==> src/design/bcp_pkg.sv <==
package bcp_pkg;

	typedef enum logic [1:0]
	{
		LIT_NONE = 2'b00,
		LIT_POS  = 2'b01,
		LIT_NEG  = 2'b10
	} lit_t;

	typedef enum logic [1:0]
	{
		VAL_FREE  = 2'b00,
		VAL_TRUE  = 2'b01,
		VAL_FALSE = 2'b10
	} val_t;

	typedef logic [1:0] cnt_t;

	localparam cnt_t CNT_ZERO = 2'd0;
	localparam cnt_t CNT_ONE  = 2'd1;
	localparam cnt_t CNT_MANY = 2'd2; // two or more

	function automatic logic lit_sat(lit_t lit, val_t val);
		return ((lit == LIT_POS) && (val == VAL_TRUE)) ||
			((lit == LIT_NEG) && (val == VAL_FALSE));
	endfunction

	function automatic logic lit_free(lit_t lit, val_t val);
		return (lit != LIT_NONE) && (val == VAL_FREE);
	endfunction

	function automatic cnt_t cnt_add(cnt_t cnt);
		return (cnt == CNT_MANY) ? CNT_MANY : cnt + 2'd1; // saturate
	endfunction

endpackage

==> src/design/term_if.sv <==
`timescale 1ns/1ns

interface term_if
	import bcp_pkg::*;
#(
	parameter int NUM_VARS = 8
);

	logic sat; // any literal true
	cnt_t cnt; // free literals, saturated
	logic imp;
	logic conf;
	val_t [NUM_VARS-1:0] imp_vals;

	modport chain_mp
	(
		output sat,
		output cnt,
		input  imp,
		input  conf,
		input  imp_vals
	);

	modport term_mp
	(
		input  sat,
		input  cnt,
		output imp,
		output conf,
		output imp_vals
	);

endinterface

==> src/design/clause_cell.sv <==
`timescale 1ns/1ns

module clause_cell
	import bcp_pkg::*;
#(
	parameter int IDX = 0
)
(
	input  logic clk,
	input  logic rst,

	input  logic load_i,
	input  lit_t lit_i,
	input  val_t val_i,

	input  cnt_t cnt_pre_i,
	output cnt_t cnt_next_o,

	output logic sat_o,
	output val_t imp_val_o
);

	lit_t lit_r;
	cnt_t cnt_in;
	logic free_w;

	always_ff @(posedge clk)
	begin
		if (rst)
			lit_r <= LIT_NONE;
		else if (load_i)
			lit_r <= lit_i;
	end

	assign cnt_in = (IDX == 0) ? CNT_ZERO : cnt_pre_i; // head of chain counts from zero

	assign free_w = lit_free(lit_r, val_i);
	assign sat_o = lit_sat(lit_r, val_i);
	assign cnt_next_o = free_w ? cnt_add(cnt_in) : cnt_in;

	// value that would make this literal true
	always_comb
	begin
		if (!free_w)
			imp_val_o = VAL_FREE;
		else if (lit_r == LIT_POS)
			imp_val_o = VAL_TRUE;
		else
			imp_val_o = VAL_FALSE;
	end

endmodule

==> src/design/terminal_cell.sv <==
`timescale 1ns/1ns

module terminal_cell
	import bcp_pkg::*;
#(
	parameter int NUM_VARS = 8
)
(
	input  logic clk,
	input  logic rst,

	input  logic eval_i,
	term_if.term_mp tif,
	input  val_t [NUM_VARS-1:0] cell_vals_i
);

	logic imp_w;
	logic conf_w;

	assign imp_w = eval_i && !tif.sat && (tif.cnt == CNT_ONE); // unit clause
	assign conf_w = eval_i && !tif.sat && (tif.cnt == CNT_ZERO); // all literals false

	always_ff @(posedge clk)
	begin
		if (rst)
		begin
			tif.imp <= 1'b0;
			tif.conf <= 1'b0;
		end
		else
		begin
			tif.imp <= imp_w;
			tif.conf <= conf_w;
		end
	end

	always_ff @(posedge clk)
	begin
		for (int v = 0; v < NUM_VARS; v++)
		begin
			if (imp_w)
				tif.imp_vals[v] <= cell_vals_i[v];
			else
				tif.imp_vals[v] <= VAL_FREE;
		end
	end

	a_imp_conf_excl : assert property (@(posedge clk) disable iff (rst)
		!(tif.imp && tif.conf));

endmodule

==> src/design/clause.sv <==
`timescale 1ns/1ns

module clause
	import bcp_pkg::*;
#(
	parameter int NUM_VARS = 8
)
(
	input  logic clk,
	input  logic rst,

	input  logic load_i,
	input  lit_t [NUM_VARS-1:0] lits_i,

	input  logic eval_i,
	input  val_t [NUM_VARS-1:0] assign_i,
	input  logic backtrack_i,

	output logic imp_o,
	output logic conf_o,
	output val_t [NUM_VARS-1:0] imp_vals_o,
	output logic reason_o
);

	term_if #(.NUM_VARS(NUM_VARS)) tif ();

	logic [NUM_VARS-1:0] sat_vec;
	val_t [NUM_VARS-1:0] cell_vals;
	logic [NUM_VARS-1:0] set_vec;
	logic hold_r;

	for (genvar i = 0; i < NUM_VARS; i++)
	begin : g_cell
		cnt_t cnt_nx;

		clause_cell #(
			.IDX(i)
		) u_cell (
			.clk(clk),
			.rst(rst),
			.load_i(load_i),
			.lit_i(lits_i[i]),
			.val_i(assign_i[i]),
			.cnt_pre_i(g_cell[(i == 0) ? 0 : i - 1].cnt_nx), // cell 0 ignores it
			.cnt_next_o(cnt_nx),
			.sat_o(sat_vec[i]),
			.imp_val_o(cell_vals[i])
		);
	end

	assign tif.sat = |sat_vec;
	assign tif.cnt = g_cell[NUM_VARS-1].cnt_nx;

	terminal_cell #(
		.NUM_VARS(NUM_VARS)
	) u_term (
		.clk(clk),
		.rst(rst),
		.eval_i(eval_i),
		.tif(tif),
		.cell_vals_i(cell_vals)
	);

	assign imp_o = tif.imp;
	assign conf_o = tif.conf;
	assign imp_vals_o = tif.imp_vals;

	// set shows up with imp itself, so a same-edge backtrack loses
	always_ff @(posedge clk)
	begin
		if (rst)
			hold_r <= 1'b0;
		else
			hold_r <= reason_o && !backtrack_i;
	end

	assign reason_o = tif.imp | hold_r;

	always_comb
	begin
		for (int v = 0; v < NUM_VARS; v++)
			set_vec[v] = (imp_vals_o[v] != VAL_FREE);
	end

	// exactly one cell stays free in a unit clause
	a_one_implied : assert property (@(posedge clk) disable iff (rst)
		imp_o |-> $onehot(set_vec));

endmodule

==> src/design/imply_arbiter.sv <==
`timescale 1ns/1ns

module imply_arbiter
	import bcp_pkg::*;
#(
	parameter int NUM_VARS = 8,
	parameter int NUM_CLAUSES = 4,
	localparam int CW = (NUM_CLAUSES > 1) ? $clog2(NUM_CLAUSES) : 1,
	localparam int VW = (NUM_VARS > 1) ? $clog2(NUM_VARS) : 1
)
(
	input  logic clk,
	input  logic rst,

	input  logic eval_d_i,
	input  logic [NUM_CLAUSES-1:0] imp_i,
	input  logic [NUM_CLAUSES-1:0] conf_i,
	input  val_t [NUM_VARS-1:0] imp_vals_i [NUM_CLAUSES],

	output logic res_valid_o,
	output logic conf_o,
	output logic imp_o,
	output logic [CW-1:0] clause_idx_o,
	output logic [VW-1:0] var_idx_o,
	output val_t var_val_o
);

	logic conf_hit;
	logic imp_hit;
	logic [CW-1:0] cl_sel;
	logic [VW-1:0] var_sel;
	val_t val_sel;

	always_comb
	begin
		conf_hit = |conf_i;
		imp_hit = !conf_hit && (|imp_i); // any conflict beats implications
		cl_sel = '0;
		for (int c = NUM_CLAUSES - 1; c >= 0; c--)
		begin
			if (conf_hit ? conf_i[c] : imp_i[c])
				cl_sel = CW'(c); // lowest index last
		end
		var_sel = '0;
		val_sel = VAL_FREE;
		if (imp_hit)
		begin
			for (int v = NUM_VARS - 1; v >= 0; v--)
			begin
				if (imp_vals_i[cl_sel][v] != VAL_FREE)
				begin
					var_sel = VW'(v);
					val_sel = imp_vals_i[cl_sel][v];
				end
			end
		end
	end

	always_ff @(posedge clk)
	begin
		if (rst)
		begin
			res_valid_o <= 1'b0;
			conf_o <= 1'b0;
			imp_o <= 1'b0;
		end
		else
		begin
			res_valid_o <= eval_d_i;
			conf_o <= eval_d_i && conf_hit;
			imp_o <= eval_d_i && imp_hit;
		end
	end

	always_ff @(posedge clk)
	begin
		clause_idx_o <= cl_sel;
		var_idx_o <= var_sel;
		var_val_o <= val_sel;
	end

	a_result_excl : assert property (@(posedge clk) disable iff (rst)
		!(conf_o && imp_o));

endmodule

==> src/design/bcp_top.sv <==
`timescale 1ns/1ns

module bcp_top
	import bcp_pkg::*;
#(
	parameter int NUM_VARS = 8,
	parameter int NUM_CLAUSES = 4,
	localparam int CW = (NUM_CLAUSES > 1) ? $clog2(NUM_CLAUSES) : 1,
	localparam int VW = (NUM_VARS > 1) ? $clog2(NUM_VARS) : 1
)
(
	input  logic clk,
	input  logic rst,

	input  logic load_i,
	input  logic [CW-1:0] load_clause_i,
	input  lit_t [NUM_VARS-1:0] load_lits_i,

	input  logic eval_i,
	input  val_t [NUM_VARS-1:0] assign_i,
	input  logic backtrack_i,

	output logic res_valid_o,
	output logic conf_o,
	output logic imp_o,
	output logic [CW-1:0] clause_idx_o,
	output logic [VW-1:0] var_idx_o,
	output val_t var_val_o,
	output logic [NUM_CLAUSES-1:0] reason_o
);

	logic eval_d; // lines up with the terminal cell registers
	logic [NUM_CLAUSES-1:0] imp_w;
	logic [NUM_CLAUSES-1:0] conf_w;
	val_t [NUM_VARS-1:0] imp_vals_w [NUM_CLAUSES];

	always_ff @(posedge clk)
	begin
		if (rst)
			eval_d <= 1'b0;
		else
			eval_d <= eval_i;
	end

	for (genvar c = 0; c < NUM_CLAUSES; c++)
	begin : g_clause
		clause #(
			.NUM_VARS(NUM_VARS)
		) u_clause (
			.clk(clk),
			.rst(rst),
			.load_i(load_i && (load_clause_i == CW'(c))),
			.lits_i(load_lits_i),
			.eval_i(eval_i),
			.assign_i(assign_i),
			.backtrack_i(backtrack_i),
			.imp_o(imp_w[c]),
			.conf_o(conf_w[c]),
			.imp_vals_o(imp_vals_w[c]),
			.reason_o(reason_o[c])
		);
	end

	imply_arbiter #(
		.NUM_VARS(NUM_VARS),
		.NUM_CLAUSES(NUM_CLAUSES)
	) u_arb (
		.clk(clk),
		.rst(rst),
		.eval_d_i(eval_d),
		.imp_i(imp_w),
		.conf_i(conf_w),
		.imp_vals_i(imp_vals_w),
		.res_valid_o(res_valid_o),
		.conf_o(conf_o),
		.imp_o(imp_o),
		.clause_idx_o(clause_idx_o),
		.var_idx_o(var_idx_o),
		.var_val_o(var_val_o)
	);

endmodule

==> config.mk <==
export PLATFORM = sky130hd
export DESIGN_NAME = bcp_top
export DESIGN_NICKNAME = d
export VERILOG_FILES = /design/src/design/bcp_pkg.sv /design/src/design/term_if.sv /design/src/design/clause_cell.sv /design/src/design/terminal_cell.sv /design/src/design/clause.sv /design/src/design/imply_arbiter.sv /design/src/design/bcp_top.sv
export SDC_FILE = /design/constraint.sdc
export NUM_CORES = 1
export LEC_CHECK = 0
export BUFFER_PORTS_ARGS = -buffer_cell sky130_fd_sc_hd__buf_2
export CAP_MARGIN = 10
export CORE_UTILIZATION = 63
export DETAILED_ROUTE_END_ITERATION = 12
export PLACE_DENSITY = 0.82
export SETUP_SLACK_MARGIN = 0.1
export SLEW_MARGIN = 10
export SYNTH_ARGS = -nofsm -noshare
export SYNTH_HDL_FRONTEND = slang
export SYNTH_SLANG_ARGS = --single-unit
==> constraint.sdc <==
create_clock -name clk -period 9.9 [get_ports clk]
set_input_delay 0.495 -clock clk [delete_from_list [all_inputs] [get_ports clk]]
set_output_delay 0.495 -clock clk [all_outputs]
set_load 0.02 [all_outputs]
## Yosys cells after proc, flatten, opt, wreduce, memory -nomap -nowiden

Cells that the tools add are included.
W data, S select, Z words.

| storage, ports and cells | value |
|---|---|
| bits of input ports | 39 |
| word-level logic and storage cells | 604 |
| register bits after elaboration | 151 |
| output and inout bits | 14 |

| operators by class | value |
|---|---|
| magnitude comparators | 1 |
| muxes and demuxes | 118 |
| bitwise gates (word level) | 6 |
| reduce and logical (&&, ||, !) cells | 251 |
| eq/ne operators | 115 |
| add/subtract/negate cells | 28 |

Operators with widths:

| kind | count |
|---|---|
| $mux W2 | 102 |
| $eq A2 B2 Y1 const B | 70 |
| $logic_and A1 B1 Y1 | 119 |
| $eq A2 B1 Y1 const B | 45 |
| $reduce_bool A2 Y1 | 40 |
| $reduce_and A2 Y1 | 32 |
| $add A2 B1 Y2 const B | 28 |
| $bmux W16 S2 | 1 |
| $logic_or A1 B1 Y1 | 32 |
| $mux W16 | 2 |
| $reduce_or A8 Y1 | 4 |
| $logic_not A2 Y1 | 13 |
| $mux W3 | 4 |
| $mux W1 | 9 |
| $reduce_or A4 Y1 | 2 |
| $logic_not A1 Y1 | 6 |
| $reduce_or A5 Y1 | 1 |
| $or A1 B1 Y1 | 4 |
| $ge A3 B3 Y1 const B | 1 |
| $not A2 Y3 | 1 |
| $reduce_or A3 Y1 | 1 |
| $reduce_or A2 Y1 | 1 |
| $not A1 Y1 | 1 |

## Longest topological paths before layout

| depth | value |
|---|---|
| depth in word-level cells | 27 |
| depth in mapped cells | 22 |
| gate-level depth less buffers | 20 |

## Hierarchy

A second synthesis with hierarchy kept.

| unflattened totals | value |
|---|---|
| cell total of the unflattened synthesis | 925 |
| area total of the unflattened synthesis | 8583.2 um2 |

Modules (own cells, without submodules):

| module | seq. area each (um2) | cells an instance | instances | area each (um2) |
|---|---|---|---|---|
| clause_cell (g_clause[0].u_clause.g_cell[1].u_cell ...) | 40.0 | 19 | 28 | 165.2 |
| terminal_cell | 360.3 | 39 | 4 | 511.7 |
| imply_arbiter | 200.2 | 139 | 1 | 1052.3 |
| clause_cell (g_clause[0].u_clause.g_cell[0].u_cell ...) | 40.0 | 17 | 4 | 148.9 |
| clause | 20.0 | 6 | 4 | 50.0 |
| bcp_top | 20.0 | 6 | 1 | 63.8 |

## Worst setup path before layout

Ideal clock, no wire load.

| timing | value |
|---|---|
| path kind | in2reg |
| start | in assign_i[1] (netlist bit) |
| end | reg g_clause[1].u_clause.u_term.tif.imp_vals[12] |
| library setup time | 87 ps |
| setup slack | 5056 ps |
| data arrival time | 4757 ps |
| buffers on the path | 2 |
| stages on the path | 20 |
| data required time | 9813 ps |
| path through | nor2_1 > clkbuf_1 > o21ai_0 > ha_1 > or4_1 > and2_1 > o211ai_1 > o31ai_2 > xor2_1 > o21ai_1 > a221oi_2 > inv_1 > ha_1 > o22ai_1 > a211oi_1 > nor4_1 > and2_1 > a41o_1 > buf_4 > nor4b_2 |

| between the ends | value |
|---|---|
| longest elaborated chain between the ends | 27 |
| elaborated cells between the ends (all ways) | 42 |
| those cells by class | add/sub (7); eq/ne (10); mux (15); reduce/logical (10) |

RTL lines:

| what | line | text |
|---|---|---|
| start: declaration | bcp_top.sv:20 | `input val_t [NUM_VARS-1:0] assign_i,` |
| $logic_not A2 Y1 | bcp_pkg.sv:29 | `return (lit != LIT_NONE) && (val == VAL_FREE);` |
| $logic_and A1 B1 Y1 | bcp_pkg.sv:29 |  |
| $mux W1 | clause_cell.sv:39 | `assign cnt_next_o = free_w ? cnt_add(cnt_in) : cnt_in;` |
| $add A2 B1 Y2 / $eq A2 B2 Y1 (equally long branches) | bcp_pkg.sv:33 | `return (cnt == CNT_MANY) ? CNT_MANY : cnt + 2'd1;` |
| $mux W2 | bcp_pkg.sv:33 |  |
| $mux W2 | clause_cell.sv:39 |  |
| $add A2 B1 Y2 / $eq A2 B2 Y1 (equally long branches) | bcp_pkg.sv:33 |  |
| $mux W2 | bcp_pkg.sv:33 |  |
| (+11 left out) | n/a |  |
| $mux W2 | bcp_pkg.sv:33 |  |
| $mux W2 | clause_cell.sv:39 |  |
| $add A2 B1 Y2 / $eq A2 B2 Y1 (equally long branches) | bcp_pkg.sv:33 |  |
| $mux W2 | bcp_pkg.sv:33 |  |
| $mux W2 | clause_cell.sv:39 |  |
| $eq A2 B1 Y1 | terminal_cell.sv:20 | `assign imp_w = eval_i && !tif.sat && (tif.cnt == CNT_ONE);` |
| $logic_and A1 B1 Y1 * | terminal_cell.sv:20 |  |
| $reduce_and A2 Y1 (no source line) * | n/a |  |
| end signal: indexed assignment | terminal_cell.sv:42 | `tif.imp_vals[v] <= cell_vals_i[v];` |
| end: declaration | term_if.sv:30 | `output imp_vals` |

Mark *: on every way between the ends. The rest lies on a longest branch, timed or not.
A chain may end at the register's enable or synchronous reset.

## Worst setup path in the final report

Ends and elaborated chain as after synthesis.

==> reports/metrics.cfg <==
[synth]
syn_area_um2=8520
async_flop_share=0
yosysTopAreaCell=dfxtp_1
yosys-top-cells-area=dfxtp_1 35%, nand2_1 8.1%, a21oi_1 6.1%, nor2_1 3.9%, nor3b_1 3.0%
ys_ff_latch=151
syn_inst=1074
ys.flop_type=dfxtp_1
synth.distinct_cells=91
ys_seq_area_frac=0.355
yosys.area.top_type_share=0.355
synth_warnings=0
avgSynthCellArea_um2=7.93
synth_edf_count=0
synth_nets=1133

[layout]
area_growth_pct=11.0
mostFrequentLayoutCells=184 x nand2_1, 151 x dfxtp_1, 103 x a21oi_1
final_common_cell=nand2_1
nNetsFinal=1169
drive_gt1_frac=0.134
antenna_cells=0

[die]
rows=42
die_area_um2=14000
ioPinCount=53
core_area_um2=13200
die_height_um=118
initial_core_util=0.646
die_x_um=118

[cts]
clkSlewWorstSetupHoldPaths_ns=0.06
clkSinkCount=151
cts_setup_buffers=0
clk_path_buf_depth=2
root_buffer=clkbuf_16
htree_levels=4
cts_hold_buf=0
ctsResizeCount=0
cts_made_buffers=17
insertion_delay_ns=0.43
cts_tree=built

[critical_path]
crit_fanout=11
start_kind=input pin
critical-path-slowest-cell=nor4_1
arrival_ns=6.10
cp_data_required_time_ns=10.24
end_kind=register
cpMostUsedCell=ha_1
path_class=in2reg
max_stage_delay_ns=0.94
crit_chain=buf_2, nor2_1, o21ai_0, ha_1, or4_1, a21oi_1, or2_0, o31ai_2, xor2_1, o21ai_1, a221oi_2, inv_1, ha_1, o22ai_1, a211oi_1, nor4_1, and2_1, a41o_1, nor4b_2

[power_and_ir_drop]
p_per_area_nw_per_um2=169
ir_drop_uv=203
finalPower_w=0.00160
p_leak_nw=3.44

[place]
portBuffers=52
place_congestion=1.00
place_hpwl_um=19600

[sta]
worst_slew_pin_slew_ns=1.28
slew_headroom=0.146
final.setup_skew_ns=0.0102
max_freq_ghz=0.173
setup_viol=0
rsz0062_at_grt=no
fin_crit_ns=5.77
drv_slew=0
finalHoldViolCount=0
tns_ns=0
final.period_utilization=0.582

[drt]
avgRoutedWirePerCell_um=20.6
drtPass1Iterations=6
wl_um=26800
ant_nets=0
vias=8475
avgViaCountPerCell=6.52
drt-initial-drc-count=928
drc=0

[global_route]
grt_pass1_vias=7677
grt_util_all_layers=0.389
grt_max_degree=78
grt_pass1_wl_um=41500
grt_overflow=0
antenna_found_initial=0

[worst_hold_path]
min_path_type=in2reg

[run]
max_cap_violations=0

[outcome]
status=complete, no violations

-- per-stage QoR --
step	instance area, µm²	hold WS (ns)	utilization	instances	setup WS, ns
after global routing	9450	0.281	0.717	1299	3.64
after floorplan	8520	0.433	-	1074	5.06
after detailed placement	8830	0.470	0.670	1267	3.90
after CTS	9450	0.269	0.717	1299	4.30
after global placement	8830	0.468	0.670	1267	4.05
final	9450	0.272	0.717	1299	4.13
-- worst max-delay path: cells and delay by family --
| family | cells | cell delay (ns) |
|---|---|---|
| AND/OR/NAND/NOR | 6 | 2.73 |
| AO/OA/AOI/OAI | 8 | 1.64 |
| adder cells (fa/ha/maj) | 2 | 0.74 |
| XOR/XNOR | 1 | 0.25 |
| buffers and inverters | 2 | 0.24 |
-- final timing paths --
path / from / end / slack [ns] / cells past startpoint
worst max register to register: g_clause[1].u_clause.g_cell[1].u_cell.lit_r[1]$_SDFFE_PP0P_ / g_clause[1].u_clause.u_term.tif.imp_vals[12]$_SDFF_PN0_ / 4.53 / 17
worst min register to register: eval_d$_SDFF_PP0_ / u_arb.res_valid_o$_SDFF_PP0_ / 0.49 / 2
worst min-delay path: backtrack_i / g_clause[2].u_clause.hold_r$_SDFF_PP0_ / 0.27 / 2
worst max-delay path: assign_i[1] / g_clause[1].u_clause.u_term.tif.imp_vals[12]$_SDFF_PN0_ / 4.13 / 19
-- flip-flops by register name (all words and copies together), names as in the netlist --
| signal | count |
|---|---|
| g_clause.u_clause.g_cell.u_cell.lit_r | 64 |
| g_clause.u_clause.u_term.tif.imp_vals | 64 |
| g_clause.u_clause.hold_r | 4 |
| g_clause.u_clause.u_term.tif.conf | 4 |
| g_clause.u_clause.u_term.tif.imp | 4 |
| u_arb.var_idx_o | 3 |
| u_arb.clause_idx_o | 2 |
| u_arb.var_val_o | 2 |
| eval_d | 1 |
| u_arb.conf_o | 1 |
| u_arb.imp_o | 1 |
| u_arb.res_valid_o | 1 |
-- logic make-up (layout without fill, tap and decap cells) --
kind of cell / Yosys count / count (layout) / share of synthesized area
DFF: 151 / 151 / 0.355
buffers and inverters: 82 / 131 / 0.0438
adders and majority gates: 20 / 20 / 0.0294
AOI/OAI and AO/OA: 279 / 279 / 0.218
muxes: 16 / 16 / 0.0219
and+or+nand+nor: 513 / 513 / 0.319
xor gates and xnor gates: 13 / 13 / 0.0134
-- final cells by class --
type / instances / area [µm²]
Clock inverter: 12 / 161
Fill cell: 1059 / 3740
Timing Repair Buffer: 61 / 328
Multi-Input combinational cell: 841 / 5120
Tap cell: 176 / 220
Sequential cell: 151 / 3020
Clock buffer: 20 / 457
Inverter: 38 / 143
-- metal layers --
metal | up-vias | GRT usage | wire length, µm
li1 | 3945 | - | -
met1 | 3943 | 0.511 | 10900
met5 | - | 0 | 0
met2 | 507 | 0.602 | 12000
met3 | 80 | 0.0792 | 2620
met4 | 0 | 0.203 | 1250
-- cells in the mapped netlist, types with 5 or more instances --
library cell  number
nand2_1          184
dfxtp_1          151
a21oi_1          103
nor2_1            89
inv_1             38
nor3b_1           34
nand2b_1          33
o21ai_0           32
clkbuf_1          27
nor3_1            26
ha_1              20
nand3_1           20
nor4_1            16
o21a_1            16
o22ai_1           16
mux2i_1           13
or2_2             13
a31oi_1           12
and3_1            12
nor2_2            10
nor4bb_1          10
o211ai_1           9
a311oi_1           7
and2_1             7
o221ai_1           7
xnor2_1            7
a21o_1             6
buf_4              6
nand3b_1           6
nor2b_1            6
o21ai_1            6
o31ai_1            6
xor2_1             6
buf_6              5
nor4b_2            5
or4_1              5
-- power breakdown --
part | internal, W | leakage [nW] | switching, W
Combinational | 0.0000996 | 1.91 | 0.000177
Sequential | 0.000623 | 1.22 | 0.0000206
Clock | 0.000414 | 0.306 | 0.000266
Total | 0.00114 | 3.44 | 0.000464
(Power assumes the default switching activity.)
